$ cat src/logic/mem_sys_pkg.sv
package mem_sys_pkg;

    // bus widths
    localparam int addr_w = 32;
    localparam int data_w = 32;
    localparam int strb_w = data_w / 8;

    // word array depth and its index width
    localparam int mem_words = 1024;
    localparam int word_idx_w = $clog2(mem_words);

    typedef logic [addr_w-1:0] addr_t;
    typedef logic [data_w-1:0] data_t;
    typedef logic [strb_w-1:0] strb_t;

    // per-channel state of the memory slave
    typedef enum logic {
        chan_idle = 1'b0,
        chan_resp = 1'b1
    } chan_state_t;

    // shared by the fetch and load/store bridges
    typedef enum logic [1:0] {
        br_idle = 2'd0,
        br_addr = 2'd1,
        br_wait = 2'd2
    } bridge_state_t;

    // load/store access size
    typedef enum logic [1:0] {
        ls_byte = 2'd0,
        ls_half = 2'd1,
        ls_word = 2'd2
    } ls_size_t;

    // read channel owner in the arbiter
    typedef enum logic {
        own_fetch = 1'b0,
        own_lsu   = 1'b1
    } rd_owner_t;

endpackage

$ cat src/logic/fetch_bridge.sv
`timescale 1ns/10ps

module fetch_bridge (
    input  logic               clk,
    input  logic               reset,
    input  logic               fetch_req,
    input  mem_sys_pkg::addr_t fetch_addr,
    output logic               fetch_busy,
    output logic               fetch_valid,
    output mem_sys_pkg::data_t fetch_data,
    output logic               ar_valid,
    input  logic               ar_ready,
    output mem_sys_pkg::addr_t ar_addr,
    input  logic               rd_valid,
    output logic               rd_ready,
    input  mem_sys_pkg::data_t rd_data
);

    mem_sys_pkg::bridge_state_t state;
    mem_sys_pkg::addr_t addr_q;

    always_ff @(posedge clk) begin
        if (!reset) begin
            state <= mem_sys_pkg::br_idle;
            fetch_valid <= 1'b0;
        end else begin
            fetch_valid <= 1'b0;
            case (state)
                mem_sys_pkg::br_idle: begin
                    if (fetch_req) begin
                        state <= mem_sys_pkg::br_addr;
                    end
                end
                mem_sys_pkg::br_addr: begin
                    if (ar_ready) begin
                        state <= mem_sys_pkg::br_wait;
                    end
                end
                mem_sys_pkg::br_wait: begin
                    if (rd_valid) begin
                        state <= mem_sys_pkg::br_idle;
                        fetch_valid <= 1'b1;
                    end
                end
                default: begin
                    state <= mem_sys_pkg::br_idle;
                end
            endcase
        end
    end

    // instructions are whole words
    always_ff @(posedge clk) begin
        if (state == mem_sys_pkg::br_idle && fetch_req) begin
            addr_q <= {fetch_addr[mem_sys_pkg::addr_w-1:2], 2'b00};
        end
    end

    always_ff @(posedge clk) begin
        if (state == mem_sys_pkg::br_wait && rd_valid) begin
            fetch_data <= rd_data;
        end
    end

    assign ar_addr = addr_q;
    assign ar_valid = (state == mem_sys_pkg::br_addr);
    assign rd_ready = (state == mem_sys_pkg::br_wait);
    assign fetch_busy = (state != mem_sys_pkg::br_idle);

endmodule

$ cat config.mk
export PLATFORM = sky130hd
export DESIGN_NAME = fetch_bridge
export DESIGN_NICKNAME = d
export VERILOG_FILES = /design/src/logic/mem_sys_pkg.sv /design/src/logic/fetch_bridge.sv
export SDC_FILE = /design/constraint.sdc
export NUM_CORES = 1
export LEC_CHECK = 0
export BUFFER_PORTS_ARGS = -buffer_cell sky130_fd_sc_hd__buf_4
export CORE_UTILIZATION = 37
export CTS_CLUSTER_DIAMETER = 80
export DETAILED_ROUTE_END_ITERATION = 16
export PLACE_DENSITY_LB_ADDON = 0.15
export SYNTH_ARGS = -nofsm -noshare
export SYNTH_HDL_FRONTEND = slang
export SYNTH_SLANG_ARGS = --single-unit
$ cat constraint.sdc
create_clock -name clk -period 2.05 [get_ports clk]
set_input_delay 0.3075 -clock clk [delete_from_list [all_inputs] [get_ports clk]]
set_output_delay 0.3075 -clock clk [all_outputs]
set_load 0.05 [all_outputs]
# After elaboration in Yosys (flattened, before gate mapping)
# Index checks and enable logic that the tools add are counted.
dict set report totals {
  reg_bits 65
  inputBits 69
  output_inout_bits 68
  wordCells 20
}
dict set report classes {
  n_eq_ne 5
  n_mux 5
  reduce_logical 6
}
# op n
set op_table {}
lappend op_table {{two-way mux 2 bit} 3}
lappend op_table {{case mux 2 bit (3 select lines)} 1}
lappend op_table {{inequality test 2 bit, second input constant} 2}
lappend op_table {{AND reduction 3 bit} 1}
lappend op_table {{== test 2 x 1 -> 1 bit, second input constant} 1}
lappend op_table {{== test 2 bit, second input constant} 1}
lappend op_table {{logical AND 1 bit} 2}
lappend op_table {{logical NOT 2 bit} 1}
lappend op_table {{inequality test 2 x 1 -> 1 bit, second input constant} 1}
lappend op_table {{AND reduction 2 bit} 1}
lappend op_table {{nonzero test 2 bit} 1}
lappend op_table {{two-way mux 1 bit} 1}

# Depth between registers and ports, before layout
dict set report depth {
  depth_word 3
  mapped_depth 2
  depth_no_buf 2
}

# Worst setup path before layout
# No wires, ideal clock.
dict set report synth_path {
  path_kind {reg-to-reg}
  from {register state[0]}
  to {register addr_q[10] (netlist: ar_addr[10]), enable pin}
  setup_ps 417
  arrival_time_ps 2104
  required_ps 1633
  setup_slack_ps -471
  path_stages_with_launch 3
  path_buffers 0
  synth_period_minus_slack_ps 2521
  cell_sequence {dfxtp_1 > or2_1 > nor2_1}
}
dict set report synth_via {
  elab_chain_len 2
}
# element line_no
set synth_lines {}
lappend synth_lines {{from (decl)} fetch_bridge.sv:19} ;# mem_sys_pkg::bridge_state_t state;
lappend synth_lines {{from (signal assigned)} fetch_bridge.sv:24} ;# state <= mem_sys_pkg::br_idle;
lappend synth_lines {{from (signal assigned)} fetch_bridge.sv:31} ;# state <= mem_sys_pkg::br_addr;
lappend synth_lines {{from (signal assigned)} fetch_bridge.sv:36} ;# state <= mem_sys_pkg::br_wait;
lappend synth_lines {{logical NOT 2 bit} fetch_bridge.sv:54} ;# if (state == mem_sys_pkg::br_idle && fetch_req) begin
lappend synth_lines {{logical AND 1 bit} fetch_bridge.sv:54}
lappend synth_lines {{to (signal assigned)} fetch_bridge.sv:55} ;# addr_q <= {fetch_addr[mem_sys_pkg::addr_w-1:2], 2'b00};
lappend synth_lines {{to (decl)} fetch_bridge.sv:20} ;# mem_sys_pkg::addr_t addr_q;
# No other way between the ends.
# A chain may end at the register's enable or synchronous reset.

# Final worst setup path
dict set report layout_path {
  from {register state[1]}
  to {register fetch_data[19], enable pin}
}
dict set report layout_via {
  elab_chain_len 2
}
# element line_no
set layout_lines {}
lappend layout_lines {{== test 2 bit} fetch_bridge.sv:60} ;# if (state == mem_sys_pkg::br_wait && rd_valid) begin
lappend layout_lines {{logical AND 1 bit} fetch_bridge.sv:60}
lappend layout_lines {{to (signal assigned)} fetch_bridge.sv:61} ;# fetch_data <= rd_data;
lappend layout_lines {{to (decl)} fetch_bridge.sv:10} ;# output mem_sys_pkg::data_t fetch_data,
# No other way between the ends.

==> summary.txt <==
Status
  • Status: complete, no violations

Clocking
  • Worst-Skew Late Latency: about 0.32 ns
  • PostCTS Resize Cnt: 0
  • Setup bufs post-CTS: 0
  • CTS max path bufs: 2
  • CTS sink count: between 60 and 70
  • Htree depth: 3
  • Register clock-pin slew on the reported worst setup and hold paths: ~0.060 ns
  • Root Driver: clkbuf_8
  • CTS tree: done
  • Number of buffers created by CTS: 9
  • Cts hold-fix bufs: 0

Global route
  • Vias in the first global route: 1263
  • Largest net degree at the start of global routing: 33
  • Total track usage: 0.151
  • Gr ovfl total: 0
  • First-pass GRT wire length: 6.33 mm
  • Initial antenna violation count: 0

Setup path
  • Critical Path Source Type: register
  • WP data arrival: 1.53 ns
  • FF-to-FF setup slack: roughly 0.47 ns
  • Worst path required time: about 2.0 ns
  • CP startpoint: state[1]$_SDFFE_PN0P_
  • Setup CP Type: register to register
  • Crit end category: register
  • R2r startpoint: state[1]$_SDFFE_PN0P_
  • Worst Setup EP: fetch_data[19]$_DFFE_PP_
  • RR Endpoint: fetch_data[19]$_DFFE_PP_
  • CP max FO: 32
  • Worst reg2reg path depth: 2

Logic synthesis
  • Synth cell types: 14
  • Syn_area_per_cell: 25.0 um2
  • Area leader, netlist: edfxtp_1
  • Synth top area cells: edfxtp_1, dfxtp_1, nand2b_1, buf_4, nor2b_1
  • Seq/Total Area, Yosys: 0.950
  • Synth cell count leaders: edfxtp_1, dfxtp_1, nand2b_1
  • Post-synth top area share: 0.920
  • Yosys warnings: 0
  • Async SR Flop Fraction: 0
  • Cells after Synth: a little over 80
  • Post-synth EDFFs: between 60 and 70
  • Prevailing post-synth register cell: edfxtp_1
  • Most common cell in the synthesized netlist: edfxtp_1
  • Post-Syn Area: 2020 um2
  • Synth Register Bits: 65

STA
  • Slew Limit Fails: 0
  • Slew @ Worst Pin: between 0.7 and 0.8 ns
  • Final Skew: around 0.0056 ns
  • Setup tns final: 0 ns
  • Final period util: 0.771
  • RSZ-0062 raised after global routing: no
  • Relative slew margins: 0.529
  • Min Clock Period, post-route: 1.58 ns
  • Final WS setup: about 0.47 ns
  • Final-report hold violation count: 0
  • Maximum clock frequency: about 630 MHz
  • # setup viols final: 0

Detailed routing
  • Vias: ~1200
  • Initial DRC Count: 29
  • Final wirelength: approximately 4.2 mm
  • WL/cell: ~14 um
  • Vias/cell: 4.15
  • Final ANT Viol Nets: 0
  • DR pass1 iterations: 4
  • # DRC: 0

Flow run
  • Max Cap Violations: 0

Power
  • Total power: slightly above 0.003 W
  • Power Density: 919 nW/um2
  • VDD IR max: between 0.0005 and 0.0006 V
  • Leakage Power: roughly 1.4 nW

Die
  • Die Y: between 70 and 80 um
  • Top-Level Pins: approximately 140
  • Core box area: roughly 5200 um2
  • Die width: between 70 and 80 um
  • Die area: slightly below 6000 um2
  • Initial Util: 0.391
  • FP Rows: 26

Placement
  • Placer Congestion: around 0.67
  • Pre-CTS WS: between 0.4 and 0.5 ns
  • Input/output buffers: 132
  • Post-DP Area: between 3000 and 4000 um2

Finish
  • # diodes: 0
  • Nets: between 200 and 300
  • Layout cells sized above 1: 0.649
  • Post-route cell area: about 3300 um2
  • Area Overhead vs Synth: 63.3%
  • Final cell utilization of the core: 0.639

Hold path
  • Hold crit path type: input pin to register
  • Worst hold stages: 1
-- power breakdown --
part           internal (W)  switching, W
Clock              0.000666      0.000425
Sequential          0.00152     0.0000155
Combinational      0.000152      0.000258
Total               0.00234      0.000699
-- critical path, stage by stage, from the launching register on --
cell and delay [ns]:
dfxtp_1 0.35, nor2b_2 0.21, and2_2 0.64
-- final cells by class --
class	count	area (um2)
Multi-Input combinational cell	14	92.6
Fill cell	387	1870
Sequential cell	65	1920
Clock inverter	5	71.3
Inverter	1	3.75
Clock buffer	10	128
Timing Repair Buffer	133	998
Tap cell	70	87.6
-- per-layer routing --
layer | GRT usage | up-vias | wire [um]
li1 | - | 593 | -
met1 | 0.158 | 570 | 1550
met2 | 0.265 | 62 | 2250
met3 | 0.0446 | 11 | 296
met4 | 0.0981 | 0 | 97
met5 | 0 | - | 0
-- worst min path at each step --
stage | slack, ns | start | to
CTS | 0.14 | rd_data[13] | fetch_data[13]$_DFFE_PP_
finish | 0.16 | rd_data[23] | fetch_data[23]$_DFFE_PP_
global route | 0.13 | fetch_addr[11] | ar_addr[11]$_DFFE_PP_
floorplan | 0.41 | fetch_addr[10] | ar_addr[10]$_DFFE_PP_
detailed placement | 0.49 | fetch_addr[24] | ar_addr[24]$_DFFE_PP_
global placement | 0.49 | rd_data[20] | fetch_data[20]$_DFFE_PP_
-- cells in the final DEF, fill, tap and decap left out --
master / count
a32o_1: 1
dfxtp_1: 3
conb_1: 2
edfxtp_1: 62
nor2b_1: 1
nor2_2: 1
clkinv_1: 3
and2b_4: 1
clkbuf_1: 1
nand2b_1: 3
nor2b_2: 1
inv_1: 1
bufinv_16: 2
and2_2: 1
and3_1: 1
buf_4: 133
clkbuf_8: 9
a21oi_1: 1
or2_1: 1
-- metrics by stage --
step	instances	hold slack, ns
5_1_grt	298	0.129
4_1_cts	298	0.138
3_3_place_gp	283	0.487
6_report	298	0.159
2_1_floorplan	82	0.406
3_5_place_dp	283	0.487
-- sequential cells by signal, indices dropped and copies added (netlist names) --
signal       count
ar_addr         30
fetch_data      32
fetch_valid      1
state            2
-- logic make-up (layout without fill, tap and decap cells) --
group / count (synthesis) / in the layout / synth area share
buf+inv: 3 / 149 / 0.00927
flops: 65 / 65 / 0.950
simple gates: 10 / 10 / 0.0315
compound gates: 2 / 2 / 0.00742
other cells: 1 / 2 / 0.00185
Power figures use the tool's default switching activity.
