[config.mk]
export PLATFORM = sky130hd
export DESIGN_NAME = read_arbiter
export DESIGN_NICKNAME = d
export VERILOG_FILES = /design/src/logic/mem_sys_pkg.sv /design/src/logic/read_arbiter.sv
export SDC_FILE = /design/constraint.sdc
export NUM_CORES = 1
export LEC_CHECK = 0
export BUFFER_PORTS_ARGS = -buffer_cell sky130_fd_sc_hd__clkbuf_2
export CAP_MARGIN = 10
export CORE_ASPECT_RATIO = 1.4
export CORE_UTILIZATION = 23
export CTS_BUF_LIST = sky130_fd_sc_hd__clkbuf_4 sky130_fd_sc_hd__clkbuf_8 sky130_fd_sc_hd__clkbuf_16
export DETAILED_ROUTE_END_ITERATION = 8
export HOLD_SLACK_MARGIN = 0.15
export PLACE_DENSITY = 0.77
export RECOVER_POWER = 100
export SLEW_MARGIN = 20
export SYNTH_ARGS = -nofsm -noshare
export SYNTH_HDL_FRONTEND = slang
export SYNTH_SLANG_ARGS = --single-unit
[constraint.sdc]
create_clock -name clk -period 1.2 [get_ports clk]
set_input_delay 0.12 -clock clk [delete_from_list [all_inputs] [get_ports clk]]
set_output_delay 0.12 -clock clk [all_outputs]
set_load 0.01 [all_outputs]
[src/logic/mem_sys_pkg.sv]
package mem_sys_pkg;

    // bus widths
    localparam int addr_w = 32;
    localparam int data_w = 32;
    localparam int strb_w = data_w / 8;

    // word array depth and its index width
    localparam int mem_words = 1024;
    localparam int word_idx_w = $clog2(mem_words);

    typedef logic [addr_w-1:0] addr_t;
    typedef logic [data_w-1:0] data_t;
    typedef logic [strb_w-1:0] strb_t;

    // per-channel state of the memory slave
    typedef enum logic {
        chan_idle = 1'b0,
        chan_resp = 1'b1
    } chan_state_t;

    // shared by the fetch and load/store bridges
    typedef enum logic [1:0] {
        br_idle = 2'd0,
        br_addr = 2'd1,
        br_wait = 2'd2
    } bridge_state_t;

    // load/store access size
    typedef enum logic [1:0] {
        ls_byte = 2'd0,
        ls_half = 2'd1,
        ls_word = 2'd2
    } ls_size_t;

    // read channel owner in the arbiter
    typedef enum logic {
        own_fetch = 1'b0,
        own_lsu   = 1'b1
    } rd_owner_t;

endpackage

[src/logic/read_arbiter.sv]
`timescale 1ns/10ps

module read_arbiter (
    input  logic               clk,
    input  logic               reset,
    input  logic               f_ar_valid,
    output logic               f_ar_ready,
    input  mem_sys_pkg::addr_t f_ar_addr,
    output logic               f_rd_valid,
    input  logic               f_rd_ready,
    input  logic               l_ar_valid,
    output logic               l_ar_ready,
    input  mem_sys_pkg::addr_t l_ar_addr,
    output logic               l_rd_valid,
    input  logic               l_rd_ready,
    output logic               m_ar_valid,
    input  logic               m_ar_ready,
    output mem_sys_pkg::addr_t m_ar_addr,
    input  logic               m_rd_valid,
    output logic               m_rd_ready
);

    mem_sys_pkg::rd_owner_t grant;
    mem_sys_pkg::rd_owner_t owner;
    mem_sys_pkg::rd_owner_t last_win;
    logic                   busy;
    logic                   ar_fire;
    logic                   rd_fire;

    // on a tie the master that lost last time wins
    always_comb begin
        if (f_ar_valid && l_ar_valid) begin
            if (last_win == mem_sys_pkg::own_fetch) begin
                grant = mem_sys_pkg::own_lsu;
            end else begin
                grant = mem_sys_pkg::own_fetch;
            end
        end else if (l_ar_valid) begin
            grant = mem_sys_pkg::own_lsu;
        end else begin
            grant = mem_sys_pkg::own_fetch;
        end
    end

    // no new address while a read is outstanding
    assign m_ar_valid = !busy && (f_ar_valid || l_ar_valid);
    assign m_ar_addr = (grant == mem_sys_pkg::own_lsu) ? l_ar_addr : f_ar_addr;
    assign f_ar_ready = !busy && (grant == mem_sys_pkg::own_fetch) && m_ar_ready;
    assign l_ar_ready = !busy && (grant == mem_sys_pkg::own_lsu) && m_ar_ready;

    assign f_rd_valid = busy && (owner == mem_sys_pkg::own_fetch) && m_rd_valid;
    assign l_rd_valid = busy && (owner == mem_sys_pkg::own_lsu) && m_rd_valid;
    assign m_rd_ready = busy && ((owner == mem_sys_pkg::own_lsu) ? l_rd_ready : f_rd_ready);

    assign ar_fire = m_ar_valid && m_ar_ready;
    assign rd_fire = m_rd_valid && m_rd_ready;

    always_ff @(posedge clk) begin
        if (!reset) begin
            busy <= 1'b0;
            owner <= mem_sys_pkg::own_fetch;
            last_win <= mem_sys_pkg::own_lsu;
        end else begin
            if (ar_fire) begin
                busy <= 1'b1;
                owner <= grant;
                last_win <= grant;
            end else if (rd_fire) begin
                busy <= 1'b0;
            end
        end
    end

endmodule

---- Word-level counts from Yosys, hierarchy flattened ----
Index checks and enable logic that the tools add are counted.
word-level totals
  bits in registers ....................... 3
  output and inout bits ................... 38
  word-level logic and storage cells ...... 28
operators by class
  muxes and demuxes ....................... 7
  bitwise gates (word level) .............. 2
  reduce and logical (&&, ||, !) cells .... 16
operators by type and width
  kind                number
  32-bit 2-to-1 mux   1
  1-bit logical AND   13
  1-bit 2-to-1 mux    6
  1-bit NOT           2
  2-bit nonzero test  1
  1-bit logical NOT   1
  1-bit logical OR    1

---- Longest topological paths before layout ----
  depth after elaboration ................. 5
  gate-level depth with buffers ........... 3
  mapped depth without buffers ............ 3

---- Least setup slack after synthesis ----
Ideal clock, no wire load.
  path kind ............................... flip-flop to output port
  start ................................... register last_win
  end ..................................... output m_ar_addr[25]
  data arrival time ....................... 1.081 ns
  required time ........................... 1.080 ns
  setup slack ............................. -0.001 ns
  cell stages (with the launch flop) ...... 4
  path buffers ............................ 1
  cells stage by stage .................... dfxtp_1 -> a21boi_4 -> buf_6 -> mux2_1
on the way
  cells in the longest elaborated chain, start to end .. 3
RTL lines
  element                 RTL line            text
  from (decl)             read_arbiter.sv:25  mem_sys_pkg::rd_owner_t last_win;
  from (signal assigned)  read_arbiter.sv:62  last_win <= mem_sys_pkg::own_lsu;
  from (signal assigned)  read_arbiter.sv:67  last_win <= grant;
  1-bit 2-to-1 mux        read_arbiter.sv:33  if (last_win == mem_sys_pkg::own_fetch) begin
  1-bit 2-to-1 mux        read_arbiter.sv:32  if (f_ar_valid && l_ar_valid) begin
  32-bit 2-to-1 mux       read_arbiter.sv:47  assign m_ar_addr = (grant == mem_sys_pkg::own_lsu) ? l_ar_addr : f_ar_addr;
  to (decl)               read_arbiter.sv:18  output mem_sys_pkg::addr_t m_ar_addr,
No other way between the ends.

---- Worst setup path in the final report ----
  start ................................... register last_win
  end ..................................... output m_ar_addr[18]
Same word-level chain as after synthesis.

==> impl_metrics.ini <==
[outcome]
outcome = complete, but fails checks
failed_checks = negative setup slack

[setup_path]
worst-endpoint-required_ps = 1080
worstPathBufferInverterCount = 2
type_of_the_worst_setup_path = flop to output pin
crit_fanout = 16
cpLargestDelayFamily = multiplexers
critPathArrivalTime_ps = 1410
worstSetupPathDepth = 4
path_cells = a21boi_4, buf_12, mux2_2, clkbuf_2
cell_at_the_slowest_stage_of_the_critical_path = sky130_fd_sc_hd__mux2_2
worstSetupEndpointType = output pin
cp_slowest_stage_delay_ps = 340
crit_path_start_kind = flop
reg2regPathDepth = 5

[yosys]
synth_top_flop_cell = sky130_fd_sc_hd__dfxtp_1
ys_async_sr_fraction = 0
adder_cell_share_of_the_synthesized_area = 0
synth_simple_gate_area_frac = 0.0868
muxShareOfSynthArea = 0.642
edff_count_synth = 0
netlist.area_leader.share = 0.586
yosysUniqueCellTypes = 16
synth_area_sq_um = 577
post_synth_top_cells = sky130_fd_sc_hd__mux2_2, sky130_fd_sc_hd__nor2_1, sky130_fd_sc_hd__buf_6, sky130_fd_sc_hd__dfxtp_1, sky130_fd_sc_hd__o21ai_0
most_used_standard_cell_by_instance_count_after_synthesis = sky130_fd_sc_hd__mux2_2
synth-seq-area-share = 0.104
nets_in_the_synthesized_netlist = 130
post_synth_inst_count = 58
synth-seq-cells = 3
post_synth_xor_area_fraction = 0
yosys-top-cells-area = sky130_fd_sc_hd__mux2_2, sky130_fd_sc_hd__dfxtp_1, sky130_fd_sc_hd__buf_6, sky130_fd_sc_hd__mux2_1, sky130_fd_sc_hd__a21boi_4
share_of_the_synthesized_area_in_compound_gates_ao_oa_aoi_oai = 0.102
yosysWarnings = 0
syn_avg_cell_area_sq_um = 9.94
post-synth-top-area-cell = sky130_fd_sc_hd__mux2_2
combinational_family_with_the_most_area_after_synthesis = multiplexers

[floorplanning]
rows = 21
die_area_sq_um = 2710
pin_count = 110
die_width_um = 44.3
die-height_um = 61.3
start_util = 0.241
core_area_sq_um = 2390

[layout]
layout.nets = 250
multiInputGateArea_sq_um = 515
flow.area_growth_from_synthesis_pct = 124
seq_area_sq_um = 61.3
num-fill-cells = 240
insertedDiodeCount = 0
drive_above_1_share = 0.853
finish.cell_count_without_fillers = 211

[sta]
rsz0062_at_grt = yes
setup_viol_count_final = 34
hold_viol_final = 0
finClkSkew_ps = 3.58
report.final.slew_viol_count = 0
slew_headroom = 0.816
setup_tns_ps = -10410
period_share = 1.28
finalWorstSetupSlack_ps = -334
fin_crit_period_ps = 1530
worst_slew_pin_slew_ps = 276
maxClockFrequency_mhz = 652

[clocking]
tritoncts = built
cts-root-buf = sky130_fd_sc_hd__clkbuf_4
clkSlewWorstSetupHoldPaths_ps = 40
cts-buffers-inserted = 3
clk_path_buf_depth = 2
cts_sinks = 3
clk-insertion-delay-late_ps = 240
clock_tree.htree_level_count = 1

[global_routing]
grt_antenna_before_repair = 0
grt.overflow.total = 0
grt_first_pass_wirelength_um = 3250
grt_pass1_vias = 808
global_route.usage.total = 0.159
largest_net_degree_at_the_start_of_global_routing = 18

[power_and_ir_drop]
power.static_leakage_nw = 0.747
report.power.total_mw = 0.819
power_density_nw_per_um2 = 634
ir_worst_vdd_mv = 0.383

[place]
dpl.hpwl_um = 1900
port_buffers = 109
gp_congestion = 0.720
dp.cells = 203
pre_cts_ws_ps = -105

[routing]
post_drt_via_cell_ratio = 4.28
postRouteAntennaNets = 0
total_detailed_routing_wirelength_um = 2230
detailroute.via_count = 903
route.detailed.drc = 0
firstDrtPassIters = 4
dr.first_iter.drc_count = 19
drt_wl_cell_um = 10.6

[flow_run]
max-cap-violations = 0

[worst_hold_path]
min_path_type = input pin to flop
hold_depth = 4
==> placed cells by master (no fill, tap or decap), drive strengths merged <==
cell type	netlist	layout
nor2b	2	2
o21ai	3	3
clkbuf	0	113
dlygate4sd3	0	2
nor2	4	4
and2	1	1
mux2i	1	1
inv	1	1
nand2	1	1
buf	3	7
dfxtp	3	3
o21a	1	1
mux2	32	32
a21oi	2	2
a21boi	2	2
and3	2	2
==> layout make-up <==
cell class | count | share of cell area
timing repair buffer | 118 | 0.495
multi-input combinational | 51 | 0.399
sequential | 3 | 0.0474
tap | 34 | 0.0329
clock buffer | 4 | 0.0232
inverter | 1 | 0.00290
==> path summary, 6_finish.rpt <==
check	slack [ps]	end	start
setup reg to reg	100	owner	last_win
hold / removal	280	busy	m_rd_valid
hold reg to reg	520	busy	busy
setup / recovery	-330	m_ar_addr[18]	last_win
==> logic make-up (layout without fill, tap and decap cells) <==
family / Yosys count / in the layout
DFF: 3 / 3
buffers and inverters: 4 / 123
AOI/OAI and AO/OA: 8 / 8
and+or+nand+nor: 10 / 10
muxes: 33 / 33
==> through the flow <==
step	util	instance area, sq um	hold slack (ps)
2_1_floorplan	-	577	196
5_1_grt	0.541	1290	338
4_1_cts	0.537	1280	249
3_3_place_gp	0.499	1190	321
3_5_place_dp	0.499	1190	323
6_report	0.541	1290	277
==> report_power, final <==
part / internal [mW] / leakage [nW] / switching (mW)
clock: 0.147 / 0.0184 / 0.0565
combinational: 0.300 / 0.705 / 0.201
sequential: 0.108 / 0.0244 / 0.00722
==> routing by layer <==
layer	up-vias	part of all wire	global-route usage
met4	0	0	0.0563
met1	385	0.38	0.160
met3	0	0.11	0.0499
met5	-	0	0
li1	451	-	-
met2	67	0.50	0.303
==> worst min-delay path, stage by stage <==
cell and delay (ps):
sky130_fd_sc_hd__clkbuf_2 90, sky130_fd_sc_hd__nand2_1 70, sky130_fd_sc_hd__o21ai_0 80, sky130_fd_sc_hd__a21oi_1 110
==> state kept, by name, summed over array words and instances, names as in the netlist <==
register  flops
busy          1
last_win      1
owner         1
==> timing repair <==
item / 4_1_cts / 5_1_grt
buffers inserted: 1 / 1
hold buffers: 2 / 0
gates resized for setup: 10 / 2
endpoints found under the hold margin: 3 / 0
setup endpoints to repair: 34 / 35
gates cloned: 0 / 0
No activity file was read; power rests on OpenSTA's default activity.
