$ cat config.mk
export PLATFORM = sky130hd
export DESIGN_NAME = lsu_bridge
export DESIGN_NICKNAME = d
export VERILOG_FILES = /design/src/logic/mem_sys_pkg.sv /design/src/logic/lsu_bridge.sv
export SDC_FILE = /design/constraint.sdc
export NUM_CORES = 1
export LEC_CHECK = 0
export BUFFER_PORTS_ARGS = -buffer_cell sky130_fd_sc_hd__buf_2
export CELL_PAD_IN_SITES_DETAIL_PLACEMENT = 1
export CELL_PAD_IN_SITES_GLOBAL_PLACEMENT = 1
export CORE_MARGIN = 5
export CORE_UTILIZATION = 30
export CTS_CLUSTER_DIAMETER = 200
export DETAILED_ROUTE_END_ITERATION = 7
export PLACE_DENSITY = 0.71
export SETUP_SLACK_MARGIN = 0.05
export SLEW_MARGIN = 15
export SYNTH_ARGS = -nofsm -noshare
export SYNTH_HDL_FRONTEND = slang
export SYNTH_SLANG_ARGS = --single-unit
$ cat constraint.sdc
create_clock -name clk -period 5.2 [get_ports clk]
set_clock_uncertainty 0.2 [all_clocks]
set_input_delay 0.78 -clock clk [delete_from_list [all_inputs] [get_ports clk]]
set_output_delay 0.78 -clock clk [all_outputs]
set_load 0.01 [all_outputs]
$ cat src/logic/mem_sys_pkg.sv
package mem_sys_pkg;

    // bus widths
    localparam int addr_w = 32;
    localparam int data_w = 32;
    localparam int strb_w = data_w / 8;

    // word array depth and its index width
    localparam int mem_words = 1024;
    localparam int word_idx_w = $clog2(mem_words);

    typedef logic [addr_w-1:0] addr_t;
    typedef logic [data_w-1:0] data_t;
    typedef logic [strb_w-1:0] strb_t;

    // per-channel state of the memory slave
    typedef enum logic {
        chan_idle = 1'b0,
        chan_resp = 1'b1
    } chan_state_t;

    // shared by the fetch and load/store bridges
    typedef enum logic [1:0] {
        br_idle = 2'd0,
        br_addr = 2'd1,
        br_wait = 2'd2
    } bridge_state_t;

    // load/store access size
    typedef enum logic [1:0] {
        ls_byte = 2'd0,
        ls_half = 2'd1,
        ls_word = 2'd2
    } ls_size_t;

    // read channel owner in the arbiter
    typedef enum logic {
        own_fetch = 1'b0,
        own_lsu   = 1'b1
    } rd_owner_t;

endpackage

$ cat src/logic/lsu_bridge.sv
`timescale 1ns/10ps

module lsu_bridge (
    input  logic                  clk,
    input  logic                  reset,
    input  logic                  ls_req,
    input  logic                  ls_write,
    input  mem_sys_pkg::ls_size_t ls_size,
    input  mem_sys_pkg::addr_t    ls_addr,
    input  mem_sys_pkg::data_t    ls_wdata,
    output logic                  ls_busy,
    output logic                  ls_done,
    output mem_sys_pkg::data_t    ls_rdata,
    output logic                  ar_valid,
    input  logic                  ar_ready,
    output mem_sys_pkg::addr_t    ar_addr,
    input  logic                  rd_valid,
    output logic                  rd_ready,
    input  mem_sys_pkg::data_t    rd_data,
    output logic                  aw_valid,
    input  logic                  aw_ready,
    output mem_sys_pkg::addr_t    aw_addr,
    output logic                  wd_valid,
    input  logic                  wd_ready,
    output mem_sys_pkg::data_t    wd_data,
    output mem_sys_pkg::strb_t    wstrb,
    input  logic                  wr_valid,
    output logic                  wr_ready
);

    mem_sys_pkg::bridge_state_t state;
    logic                       write_q;
    mem_sys_pkg::ls_size_t      size_q;
    mem_sys_pkg::addr_t         addr_q;
    mem_sys_pkg::data_t         wdata_q;
    logic [7:0]                 byte_lane;
    logic [15:0]                half_lane;
    mem_sys_pkg::data_t         load_ext;
    logic                       resp_fire;

    assign resp_fire = write_q ? wr_valid : rd_valid;

    always_ff @(posedge clk) begin
        if (!reset) begin
            state <= mem_sys_pkg::br_idle;
            ls_done <= 1'b0;
        end else begin
            ls_done <= 1'b0;
            case (state)
                mem_sys_pkg::br_idle: begin
                    if (ls_req) begin
                        state <= mem_sys_pkg::br_addr;
                    end
                end
                mem_sys_pkg::br_addr: begin
                    if (write_q ? (aw_ready && wd_ready) : ar_ready) begin
                        state <= mem_sys_pkg::br_wait;
                    end
                end
                mem_sys_pkg::br_wait: begin
                    if (resp_fire) begin
                        state <= mem_sys_pkg::br_idle;
                        ls_done <= 1'b1;
                    end
                end
                default: begin
                    state <= mem_sys_pkg::br_idle;
                end
            endcase
        end
    end

    always_ff @(posedge clk) begin
        if (state == mem_sys_pkg::br_idle && ls_req) begin
            write_q <= ls_write;
            size_q <= ls_size;
            addr_q <= ls_addr;
            wdata_q <= ls_wdata;
        end
    end

    // lane replication and strobes for stores
    always_comb begin
        case (size_q)
            mem_sys_pkg::ls_byte: begin
                wd_data = {4{wdata_q[7:0]}};
                wstrb = 4'b0001 << addr_q[1:0];
            end
            mem_sys_pkg::ls_half: begin
                wd_data = {2{wdata_q[15:0]}};
                wstrb = addr_q[1] ? 4'b1100 : 4'b0011;
            end
            default: begin
                wd_data = wdata_q;
                wstrb = 4'b1111;
            end
        endcase
    end

    // lane select and sign extension for loads
    always_comb begin
        byte_lane = rd_data[{addr_q[1:0], 3'b000} +: 8];
        half_lane = addr_q[1] ? rd_data[31:16] : rd_data[15:0];
        case (size_q)
            mem_sys_pkg::ls_byte: load_ext = {{24{byte_lane[7]}}, byte_lane};
            mem_sys_pkg::ls_half: load_ext = {{16{half_lane[15]}}, half_lane};
            default: load_ext = rd_data;
        endcase
    end

    always_ff @(posedge clk) begin
        if (state == mem_sys_pkg::br_wait && !write_q && rd_valid) begin
            ls_rdata <= load_ext;
        end
    end

    assign ar_addr = {addr_q[mem_sys_pkg::addr_w-1:2], 2'b00};
    assign aw_addr = {addr_q[mem_sys_pkg::addr_w-1:2], 2'b00};
    assign ar_valid = (state == mem_sys_pkg::br_addr) && !write_q;
    assign aw_valid = (state == mem_sys_pkg::br_addr) && write_q;
    assign wd_valid = (state == mem_sys_pkg::br_addr) && write_q;
    assign rd_ready = (state == mem_sys_pkg::br_wait) && !write_q;
    assign wr_ready = (state == mem_sys_pkg::br_wait) && write_q;
    assign ls_busy = (state != mem_sys_pkg::br_idle);

endmodule

## Yosys cells after proc, flatten, opt, wreduce, memory -nomap -nowiden

Cells that the tools add are included.

| storage, ports and cells | value |
|---|---|
| output and inout bits | 139 |
| logic and storage cells | 40 |
| register bits after elaboration | 102 |
| input bits | 107 |

| operators by class | value |
|---|---|
| eq/ne operators | 6 |
| muxes and demuxes | 12 |
| reductions and logical operators | 13 |
| shift operators | 2 |

Operators with widths:

| operator | count |
|---|---|
| 32-bit one-hot mux with 2 select lines | 2 |
| 32-bit by 6-bit variable part select with 8-bit output | 1 |
| 16-bit 2-to-1 mux | 1 |
| 4-bit one-hot mux with 2 select lines | 1 |
| 1-bit logical AND | 7 |
| 2-bit 2-to-1 mux | 3 |
| 2-bit != test (second input constant) | 3 |
| 2-bit one-hot mux with 3 select lines | 1 |
| 2-bit by 1-bit equality test with 1-bit output (second input constant) | 2 |
| 2-bit zero test | 2 |
| 4-bit 2-to-1 mux | 1 |
| 1-bit by 2-bit left shift with 4-bit output (first input constant) | 1 |
| 1-bit 2-to-1 mux | 3 |
| 3-bit AND reduction | 1 |
| 2-bit equality test (second input constant) | 1 |
| 2-bit AND reduction | 1 |
| 2-bit nonzero test | 1 |
| 1-bit zero test | 1 |

## Logic depth before layout (Yosys ltp)

| depth | value |
|---|---|
| depth after elaboration | 4 |
| mapped depth | 6 |
| gate-level depth less buffers | 3 |

## Worst setup path after synthesis

No wires, ideal clock.

| timing path | value |
|---|---|
| path kind | input port to flip-flop |
| start | input ls_req |
| end | register addr_q[0], enable pin |
| setup slack | 910 ps |
| required time | 4508 ps |
| stages | 2 |
| arrival | 3597 ps |
| buffers on the path | 0 |
| library setup time | 492 ps |
| path through | inv_1 -> nor2_1 |

| on the way | value |
|---|---|
| cells in the longest elaborated chain, start to end | 1 |

Ends and longest elaborated chain:

| item | RTL line | RTL |
|---|---|---|
| start, declared | lsu_bridge.sv:6 | `input logic ls_req,` |
| 1-bit logical AND | lsu_bridge.sv:74 | `if (state == mem_sys_pkg::br_idle && ls_req) begin` |
| end signal, assigned | lsu_bridge.sv:77 | `addr_q <= ls_addr;` |
| end, declared | lsu_bridge.sv:34 | `mem_sys_pkg::addr_t addr_q;` |

Every way passes these cells.
A chain may end at the register's enable or synchronous reset.

## Worst setup path after layout

| timing path | value |
|---|---|
| start | register size_q[0] |
| end | output wd_data[15] |

| on the way | value |
|---|---|
| cells in the longest elaborated chain, start to end | 2 |
| elaborated cells between the ends (all ways) | 3 |
| classes of those cells | eq/ne: 1; mux: 1; reduce/logical: 1 |

Ends and longest elaborated chain:

| item | RTL line | RTL |
|---|---|---|
| start, declared | lsu_bridge.sv:33 | `mem_sys_pkg::ls_size_t size_q;` |
| start signal, assigned | lsu_bridge.sv:76 | `size_q <= ls_size;` |
| 2-bit by 1-bit equality test with 1-bit output / 2-bit zero test (equally long branches) | lsu_bridge.sv:84 | `case (size_q)` |
| 32-bit one-hot mux with 2 select lines (*) | lsu_bridge.sv:84 |  |
| end, declared | lsu_bridge.sv:25 | `output mem_sys_pkg::data_t wd_data,` |

Mark *: on every way between the ends. The rest lies on a longest branch, timed or not.

==> out/qor.txt <==
Global route total overflow -> 0
Multi-input gate area -> 1180 sq um
RSZ-0062 raised after global routing -> no
Post-synthesis sequential area ratio -> 0.623
Min Clock Period, post-route -> 2.94 ns
Highest clock rate -> 341 MHz
Mapped Area -> 4870 sq um
Row cnt -> 46
Beginning of the worst hold path -> ls_wdata[31]
Hold Path Class -> input port to flip-flop
Syn Area/Cell -> 13.5 sq um
Wirelength, routed -> 13.6 mm
Drt initial violations -> 106
Total clock sinks -> 102
Root Buffer -> clkbuf_16
ANT cells -> 0
Clk Latency, worst-skew pair -> 0.35 ns
Fillcell total -> 1797
Antenna-violating nets left -> 0
Port Buf Inserts -> 241
Dpl hpwl -> 10.7 mm
CTS tree -> built
Hold_buf cts -> 0
Post-Synthesis Cells -> 360
DR WL/cell -> 18.1 microns
Post-CTS sizing -> 0
Count leader, synth -> edfxtp_1
Die Wd -> 137 microns
Crit end category -> primary output
Tot Pwr -> 1.94 mW
Synth cell types -> 35
Post-synthesis register bit count -> 102
Die Area -> 18900 sq um
Core Box Area -> 15900 sq um
Post-CTS Setup Repair Bufs -> 0
Largest cells by area after synthesis -> edfxtp_1 61%, buf_4 12%, mux2_2 4.4%
List of most frequent post-synthesis cells -> 99 x edfxtp_1, 76 x buf_4, 22 x nor2b_1
H-tree depth -> 3
Vias/cell -> 4.46
R2R Path Start -> state[1]
Yosys warning total -> 0
Total CTS buffers -> 9
Leak -> 2.57 nW
NumNets Final -> 635
Initial antenna violation count -> 1
Util after Layout -> 0.379
DRT Pass-1 Iters -> 4
Register area -> 3030 sq um
Final worst-path cycle share -> 0.565
Outcome -> complete, no violations
Max Root-Sink Buffers -> 2
Top cell type by total area after synthesis -> edfxtp_1
Synthesis-to-finish area growth -> 23.8%
Finished Cell Area -> 6030 sq um
Post-synth ARST share -> 0
Setup Crit Path Kind -> flip-flop to primary output
GP Congestion -> 0.762
Largest net degree at the start of global routing -> 65
Worst Max-Slew Pin Slew -> 1.08 ns
CP Launch Point -> size_q[0]
Reg clk slew, reported paths -> 0.08 ns
WP data arrival -> 1.96 ns
GR Util All Layers -> 0.140
Residual DRC -> 0
First-pass GRT wire length -> 20.0 mm
Post-synth EDFFs -> 99
Final Hold Fails -> 0
Synth Flop Type -> edfxtp_1
Crit Path Max Fanout -> 17
Final worst slack -> 2.26 ns
Peak supply drop -> 0.149 mV
Die Y -> 137 microns
Total number of vias -> 3338
Startpoint Class -> flip-flop
Worst slack, placed -> 2.38 ns
Post-route setup TNS -> 0 ns
# setup viols final -> 0
Vias in the first global route -> 3600
Layout cells sized above 1 -> 0.544
I/O pin count -> 246
Max_cap viols -> 0
Slew HR -> 0.277
Area of placed instances -> 5750 sq um
CP required -> 4.22 ns
Post-synth top area share -> 0.611
Final Slew Violations -> 0
PwrDens -> 322 nW/um^2
Initial Utilization -> 0.306
-- logic make-up after synthesis --
group / count (synthesis) / share of synthesized area
muxes: 35 / 0.0779
buffers and inverters: 96 / 0.139
DFF: 102 / 0.623
and+or+nand+nor: 68 / 0.0748
AOI/OAI and AO/OA: 58 / 0.0848
other: 1 / 0.000770
-- layer usage --
metal / global-route usage / routed length (microns)
met5: 0 / 13
met3: 0.0373 / 752
met4: 0.0543 / 316
met1: 0.156 / 5160
met2: 0.253 / 7330
-- sequential cells by signal, indices dropped and copies added (netlist names) --
| name | cells |
|---|---|
| wdata_q | 32 |
| ls_done | 1 |
| size_q | 2 |
| write_q | 1 |
| ls_rdata | 32 |
| state | 2 |
| addr_q | 32 |
-- through the flow --
| stage | hold WS (ns) | instances |
|---|---|---|
| 2_1_floorplan | 0.352 | 363 |
| 3_3_place_gp | 0.393 | 733 |
| 3_5_place_dp | 0.398 | 733 |
| 4_1_cts | 0.381 | 749 |
| 5_1_grt | 0.378 | 749 |
| 6_report | 0.397 | 749 |
-- cells in the final DEF, fill, tap and decap left out, types with 5 or more instances in the layout --
cell,n
a221o_1,7
a21oi_1,20
nor2b_1,22
mux2_2,19
buf_2,241
a22oi_1,5
o21ai_0,9
o221ai_1,8
nor2_1,14
nand2_1,18
clkbuf_16,9
edfxtp_1,99
buf_4,5
mux2i_1,15
-- cell type report --
class                           instances  area share
Clock buffer                            9      0.0374
Sequential cell                       102       0.503
Clock inverter                          7     0.00955
Timing Repair Buffer                  246       0.206
Multi-Input combinational cell        165       0.196
Inverter                                4     0.00249
Tap cell                              216      0.0448
-- worst max-delay path, stage by stage (launching register included) --
cell      delay [ns]
edfxtp_1        0.37
buf_4           0.23
nor2_2          0.45
mux2_2          0.40
buf_2           0.15
-- power breakdown --
group          internal (mW)  leakage [nW]  total (mW)  switching, mW
Combinational          0.130          1.47       0.298          0.168
Sequential             0.961         0.954       0.987         0.0261
Clock                  0.333         0.140       0.655          0.322
Total                   1.42          2.57        1.94          0.516
-- path summary, 6_finish.rpt --
check	end	slack, ns	depth (start not counted)
setup / recovery	wd_data[15]	2.26	4
hold reg to reg	ls_done	0.42	1
setup reg to reg	addr_q[24]	2.69	3
hold / removal	wdata_q[31]	0.40	1
Power figures use the tool's default switching activity.
